`src/ram_access_pkg.sv`:
```
/*
 * Shared definitions for the two-port RAM access wrapper:
 * default array sizes, address and pattern widths,
 * the address type and the access-mode enum.
 */

`default_nettype none

package ram_access_pkg;

  // --------------------
  // default sizes
  // --------------------

  // number of words in the array
  parameter int ram_depth_default = 80;

  // functional data width seen on di and dout
  parameter int data_width_default = 65;

  // array word, functional data plus one spare bit written as zero
  parameter int word_width_default = 66;

  // enough bits to reach every word
  parameter int addr_width = 7;

  // mbist data pattern, replicated across the whole word
  parameter int pattern_width = 2;

  // --------------------
  // types
  // --------------------

  typedef logic [addr_width-1:0] ram_addr_t;

  // source of the current access
  typedef enum logic {
    MODE_FUNC  = 1'b0,
    MODE_MBIST = 1'b1
  } access_mode_e;

endpackage : ram_access_pkg

`default_nettype wire

```
`src/ram_port_if.sv`:
```
/*
 * Write and read port of the RAM array.
 * Driven by the access controller, received by the array,
 * and watched by the capture stage for bypass data.
 */

`default_nettype none

interface ram_port_if #(
  parameter int word_width = ram_access_pkg::word_width_default
) ();
  import ram_access_pkg::*;

  // write port, one-cycle strobe
  logic                  we;
  ram_addr_t             wa;
  logic [word_width-1:0] wdata;

  // read port, one-cycle strobe
  logic                  re;
  ram_addr_t             ra;

  modport ctrl (output we, output wa, output wdata, output re, output ra);

  modport array (input we, input wa, input wdata, input re, input ra);

  // capture stage only needs the write word for ram bypass
  modport monitor (input wdata);

endinterface : ram_port_if

`default_nettype wire

```
`src/ram_access_ctrl.sv`:
```
/*
 * Access controller for the RAM wrapper.
 * Holds the MBIST mode register, selects functional or MBIST
 * access for both ports, and applies write inhibit.
 */

`default_nettype none

module ram_access_ctrl #(
  parameter int ram_depth  = ram_access_pkg::ram_depth_default,
  parameter int word_width = ram_access_pkg::word_width_default
) (
  input  logic                                         clk,
  input  logic                                         mbist_ramaccess_rst_,
  // functional ports
  input  logic                                         we,
  input  logic                                         re,
  input  ram_access_pkg::ram_addr_t                    wa,
  input  ram_access_pkg::ram_addr_t                    ra,
  input  logic [ram_access_pkg::data_width_default-1:0] di,
  input  logic                                         write_inh,
  // mbist port
  input  logic                                         mbist_en_sync,
  input  logic                                         mbist_we_w0,
  input  logic                                         mbist_ce_r0,
  input  ram_access_pkg::ram_addr_t                    mbist_wa_w0,
  input  ram_access_pkg::ram_addr_t                    mbist_ra_r0,
  input  logic [ram_access_pkg::pattern_width-1:0]     mbist_di_w0,
  // selected access
  output ram_access_pkg::access_mode_e                 mode,
  ram_port_if.ctrl                                     port
);
  import ram_access_pkg::*;

  localparam int pad_width      = word_width - data_width_default;
  localparam int pattern_copies = word_width / pattern_width;

  logic                  sel_we;
  logic                  sel_re;
  ram_addr_t             sel_wa;
  ram_addr_t             sel_ra;
  logic [word_width-1:0] func_word;
  logic [word_width-1:0] mbist_word;
  logic [word_width-1:0] sel_wdata;

  // --------------------
  // size checks
  // --------------------

  if (ram_depth > (1 << addr_width)) begin : g_depth_check
    $error("ram_depth does not fit in the address width");
  end

  if ((word_width % pattern_width) != 0 || word_width <= data_width_default) begin : g_width_check
    $error("word_width must hold the data and a whole number of patterns");
  end

  // --------------------
  // mbist mode register
  // --------------------

  // requests on the mbist port count from the second edge after mbist_en_sync rises
  always_ff @(posedge clk or negedge mbist_ramaccess_rst_) begin
    if (!mbist_ramaccess_rst_) begin
      mode <= MODE_FUNC;
    end else begin
      mode <= mbist_en_sync ? MODE_MBIST : MODE_FUNC;
    end
  end

  // --------------------
  // port selection
  // --------------------

  // spare top bit is zero on the functional path
  assign func_word  = {{pad_width{1'b0}}, di};
  assign mbist_word = {pattern_copies{mbist_di_w0}};

  always_comb begin
    if (mode == MODE_MBIST) begin
      sel_we    = mbist_we_w0;
      sel_wa    = mbist_wa_w0;
      sel_wdata = mbist_word;
      sel_re    = mbist_ce_r0;
      sel_ra    = mbist_ra_r0;
    end else begin
      sel_we    = we;
      sel_wa    = wa;
      sel_wdata = func_word;
      sel_re    = re;
      sel_ra    = ra;
    end
  end

  // write inhibit blocks both sources
  assign port.we    = sel_we & ~write_inh;
  assign port.wa    = sel_wa;
  assign port.wdata = sel_wdata;
  assign port.re    = sel_re;
  assign port.ra    = sel_ra;

endmodule : ram_access_ctrl

`default_nettype wire

```
`src/flat_wrapper.sv`:
```
// flat-port wrapper written by rule: the top's interface ports become plain ports
module ram_access_ctrl_flat import ram_access_pkg::*;
#(
  parameter int ram_depth  = ram_access_pkg::ram_depth_default,
  parameter int word_width = ram_access_pkg::word_width_default
)
  (clk, mbist_ramaccess_rst_, we, re, wa, ra, di, write_inh, mbist_en_sync, mbist_we_w0, mbist_ce_r0, mbist_wa_w0, mbist_ra_r0, mbist_di_w0, mode, port_we, port_wa, port_wdata, port_re, port_ra);
  ram_port_if #(.word_width(word_width)) port_i ();
  input  logic clk;
  input  logic mbist_ramaccess_rst_;
  input  logic we;
  input  logic re;
  input  ram_access_pkg::ram_addr_t wa;
  input  ram_access_pkg::ram_addr_t ra;
  input  logic [ram_access_pkg::data_width_default-1:0] di;
  input  logic write_inh;
  input  logic mbist_en_sync;
  input  logic mbist_we_w0;
  input  logic mbist_ce_r0;
  input  ram_access_pkg::ram_addr_t mbist_wa_w0;
  input  ram_access_pkg::ram_addr_t mbist_ra_r0;
  input  logic [ram_access_pkg::pattern_width-1:0] mbist_di_w0;
  output ram_access_pkg::access_mode_e mode;
  output wire logic [$bits(port_i.we)-1:0] port_we;
  output wire logic [$bits(port_i.wa)-1:0] port_wa;
  output wire logic [$bits(port_i.wdata)-1:0] port_wdata;
  output wire logic [$bits(port_i.re)-1:0] port_re;
  output wire logic [$bits(port_i.ra)-1:0] port_ra;
  assign port_we = port_i.we;
  assign port_wa = port_i.wa;
  assign port_wdata = port_i.wdata;
  assign port_re = port_i.re;
  assign port_ra = port_i.ra;
  ram_access_ctrl #(.ram_depth(ram_depth), .word_width(word_width)) u_core (.clk(clk), .mbist_ramaccess_rst_(mbist_ramaccess_rst_), .we(we), .re(re), .wa(wa), .ra(ra), .di(di), .write_inh(write_inh), .mbist_en_sync(mbist_en_sync), .mbist_we_w0(mbist_we_w0), .mbist_ce_r0(mbist_ce_r0), .mbist_wa_w0(mbist_wa_w0), .mbist_ra_r0(mbist_ra_r0), .mbist_di_w0(mbist_di_w0), .mode(mode), .port(port_i));
endmodule
```
`config.mk`:
```
export PLATFORM = sky130hd
export DESIGN_NAME = ram_access_ctrl_flat
export DESIGN_NICKNAME = d
export VERILOG_FILES = /design/src/ram_access_pkg.sv /design/src/ram_port_if.sv /design/src/ram_access_ctrl.sv /design/src/flat_wrapper.sv
export SDC_FILE = /design/constraint.sdc
export NUM_CORES = 1
export LEC_CHECK = 0
export BUFFER_PORTS_ARGS = -buffer_cell sky130_fd_sc_hd__buf_4
export CAP_MARGIN = 20
export CORE_AREA = 2 2 71 73
export DETAILED_ROUTE_END_ITERATION = 16
export DIE_AREA = 0 0 73 75
export PLACE_DENSITY = 0.66
export SYNTH_ARGS = -nofsm -noshare
export SYNTH_HDL_FRONTEND = slang
export SYNTH_SLANG_ARGS = --single-unit
```
`constraint.sdc`:
```
create_clock -name clk -period 1.3 [get_ports clk]
set_input_delay 0.195 -clock clk [delete_from_list [all_inputs] [get_ports clk]]
set_output_delay 0.195 -clock clk [all_outputs]
set_load 0.1 [all_outputs]
```
# Yosys cells after proc, flatten, opt, wreduce, memory -nomap -nowiden
# Index checks and enable logic that the tools add are counted.
[totals] ff_bits=1 ram_bits=0 latch_bits=0 n_memories=0 word_cells=9 rom_bits=0
[classes] div=0 reduce_logical=0 mux=6 mul=0 eq_ne=0 bitwise=2 n_addsub=0 shifts=0 n_lt_le_gt_ge=0
[op_table] op="66-bit two-way mux" n=1
[op_table] op="7-bit two-way mux" n=2
[op_table] op="1-bit two-way mux" n=3
[op_table] op="1-bit bitwise AND" n=1
[op_table] op="1-bit inverter" n=1

# Depth between registers and ports, before layout
[logic_depth] word_depth=2 mapped_depth=4

# Least setup slack after synthesis
# Ideal clock, no wire load.
[synth_path] kind="register to output" start="register u_core.mode" end="output port_wdata[25]" slack_ns=-2.251 arrival_ns=3.356 path_buffers=2 path_stages_with_launch=4 path_cell_list="dfrtp_1 buf_6 clkbuf_1 o21ai_0"
[synth_via] elab_chain_len=1
[synth_lines] element="start, declared" line="ram_access_ctrl.sv:30" text="output ram_access_pkg::access_mode_e mode,"
[synth_lines] element="start signal, assigned" line="ram_access_ctrl.sv:67" text="mode <= mbist_en_sync ? MODE_MBIST : MODE_FUNC;"
[synth_lines] element="66-bit two-way mux" line="ram_access_ctrl.sv:80" text="if (mode == MODE_MBIST) begin"
[synth_lines] element="end, declared" line="flat_wrapper.sv:26" text="output wire logic [$bits(port_i.wdata)-1:0] port_wdata;"
# Every way passes these cells.

# Final worst setup path
[layout_path] start="register u_core.mode" end="output port_wdata[63]"
# The elaborated chain is that of the path after synthesis.

==> flow_metrics.py <==
metrics = {
    "sta": {
        "timing.final.max_slew_violations": 0,
        "max_slew.worst_pin.slew_ns": 0.282,
        "finalWorstSetupSlack_ns": -0.181,
        "relSlewSlack_pct": 81.4,
        "fin_crit_ns": 1.48,
        "fmax_mhz": 675,
        "final_sum_of_negative_setup_slack_ns": -10.14,
        "holdWs_ns": 0.327,
        "final_setup_violation_count": 81,
        "grt_setup_unrepaired": "yes",
        "layout_worst_path_cycle_share_pct": 114,
        "finalHoldViolations": 0,
    },
    "final_layout": {
        "largest_register_ffs": 1,
        "final_area_mm2": 0.00440,
        "reg_top3": "u_core.mode: 1 flops",
        "synthToLayoutAreaGrowth_pct": 365,
        "num-nets-final": 466,
        "largest_register": "u_core.mode",
        "drive_gt1_share_pct": 81.7,
        "antenna-diode-count": 0,
    },
    "setup_path": {
        "critPathArrivalTime_ns": 1.29,
        "crit_required_ns": 1.11,
        "cp_max_fo": 10,
        "worstSetupPathType": "reg2out",
        "cp_capture_type": "output pin",
        "type_of_element_launching_the_critical_path": "flop",
    },
    "yosys": {
        "synthFlopType": "sky130_fd_sc_hd__dfrtp_1",
        "synth_area_leaders": "sky130_fd_sc_hd__o21ai_0 (33%), sky130_fd_sc_hd__inv_1 (26%), sky130_fd_sc_hd__mux2_4 (22%)",
        "yosys-top-cells-count": "sky130_fd_sc_hd__inv_1 (66), sky130_fd_sc_hd__o21ai_0 (62), sky130_fd_sc_hd__mux2_4 (14)",
        "synthesis.nets": 269,
        "synth.cell_area_um2": 947,
        "synth_top_area_share_pct": 32.8,
        "post_synth_edffs": 0,
        "ys_ff_latch": 1,
        "postSynthCellCount": 166,
        "unique_cell_type_count_in_the_yosys_netlist": 14,
        "yosysWarnings": 0,
        "synth_area_leader_cell": "sky130_fd_sc_hd__o21ai_0",
        "synth_most_common_cell": "sky130_fd_sc_hd__inv_1",
        "postSynth.asyncResetShare_pct": 100,
        "postSynthAreaPerCell_um2": 5.71,
        "synth_seq_area_share_pct": 2.64,
    },
    "power_and_ir_drop": {
        "p_per_area_mw_per_mm2": 776,
        "ir_worst_vdd_mv": 0.573,
        "power.leakage_uw": 0.00219,
    },
    "global_route": {
        "total_overflow_reported_by_the_global_router": 0,
        "grt_pass1_vias": 2139,
        "grt_max_degree": 22,
        "groute.usage.overall_pct": 29.1,
        "grt_antenna_before_repair": 0,
        "grt_pass1_wl_mm": 12.1,
    },
    "flow_run": {
        "cap_violations": 0,
    },
    "die": {
        "die_area_mm2": 0.00548,
        "core_area_mm2": 0.00466,
        "boundaryPins": 186,
        "chipHeight_um": 75,
        "die_extent_in_x_um": 73,
        "floorplan.rows": 25,
        "start_util_pct": 20.3,
    },
    "drt": {
        "vias": 1959,
        "postRouteAntennaNets": 0,
        "route.detailed.wl_per_inst_um": 21.7,
        "drt_pass1_iterations": 4,
        "route.detailed.drc": 0,
        "via_per_inst": 4.72,
        "initialDrtViolationCount": 33,
        "detail_route.wirelength_mm": 8.99,
    },
    "clock_network": {
        "clk_pin_slew_worst_paths_ns": 0,
    },
    "place": {
        "dpl-instance-area_mm2": 0.00338,
        "final_wtd_congestion": 0.769,
        "buffers_added_on_ports": 185,
        "dp.final_hpwl_mm": 5.00,
    },
    "outcome": {
        "failed_checks": "setup timing",
        "run_status": "finished, violations left",
    },
    "hold_path": {
        "hp-class": "in2reg",
    },
}
[report_power, final]
group          internal (µW)  leakage, µW  switching (µW)  total (µW)
sequential              34.4    0.0000108            10.1        44.6
combinational           1250      0.00218            2120        3370
clock                      0            0               0           0
total                   1280      0.00219            2130        3420
[cell usage in the layout (no fill, tap or decap)]
cell                            count
sky130_fd_sc_hd__mux2_4            15
sky130_fd_sc_hd__dlygate4sd3_1      1
sky130_fd_sc_hd__buf_16             1
sky130_fd_sc_hd__buf_12            77
sky130_fd_sc_hd__o21ai_4           65
sky130_fd_sc_hd__buf_4            106
sky130_fd_sc_hd__buf_8             13
sky130_fd_sc_hd__inv_1             65
sky130_fd_sc_hd__nand2_4            2
sky130_fd_sc_hd__nor2_4             1
sky130_fd_sc_hd__clkinvlp_4         1
sky130_fd_sc_hd__buf_6             11
sky130_fd_sc_hd__mux2i_2            1
sky130_fd_sc_hd__bufbuf_16          1
sky130_fd_sc_hd__dfrtp_4            1
[area by class of cell]
cell class                 instances  area (µm²)
tap                               54        67.6
timing repair buffer             210        2730
sequential                         1        28.8
inverter                          66         251
fill                             113         256
multi-input combinational         84        1330
[critical path: stages, from the launching register on]
cell,delay [ns]
sky130_fd_sc_hd__dfrtp_4,0.56
sky130_fd_sc_hd__buf_12,0.19
sky130_fd_sc_hd__buf_12,0.16
sky130_fd_sc_hd__o21ai_4,0.17
sky130_fd_sc_hd__buf_12,0.19
[stage by stage]
stage / setup WS [ns] / util [%] / total power (µW) / cells
3_5_place_dp: -0.210 / 72.5 / 2770 / 409
6_report: -0.181 / 94.5 / 3420 / 415
3_3_place_gp: -0.194 / 72.5 / 2750 / 409
4_1_cts: -0.159 / 92.9 / 3330 / 412
5_1_grt: -0.199 / 94.5 / 3480 / 415
2_1_floorplan: -0.523 / - / 2130 / 166
[metal layers]
metal	GRT usage (%)	wire [µm]	part of all wire, %
met2	60.6	5040	56
met3	6.02	684	7.6
met4	9.67	352	3.9
met5	0	0	0
met1	27.8	2910	32
[cell families (layout without fill, tap and decap cells)]
kind of cell / count (synthesis) / count (layout) / share of synthesized area [%]
AO/OA/AOI/OAI: 65 / 65 / 34.3
buffers and inverters: 81 / 276 / 35.8
flip-flops: 1 / 1 / 2.64
multiplexers: 16 / 16 / 24.4
AND/OR/NAND/NOR: 3 / 3 / 2.77
[final timing paths]
path | start | to | slack, ns | depth (start not counted)
setup / recovery | u_core.mode$_DFF_PN0_ | port_wdata[63] | -0.18 | 4
hold / removal | mbist_en_sync | u_core.mode$_DFF_PN0_ | 0.33 | 1
max in group asynchronous | mbist_ramaccess_rst_ | u_core.mode$_DFF_PN0_ | 0.66 | 2
min in group asynchronous | mbist_ramaccess_rst_ | u_core.mode$_DFF_PN0_ | 0.55 | 2
[repair_timing]
item	in CTS	in global routing
pin swaps	0	0
buffers inserted	0	3
gates resized for setup	215	10
setup endpoints to repair	83	83
hold buffers	1	0
gates cloned	2	0
endpoints found under the hold margin	1	0
No activity file was read; power rests on OpenSTA's default activity.
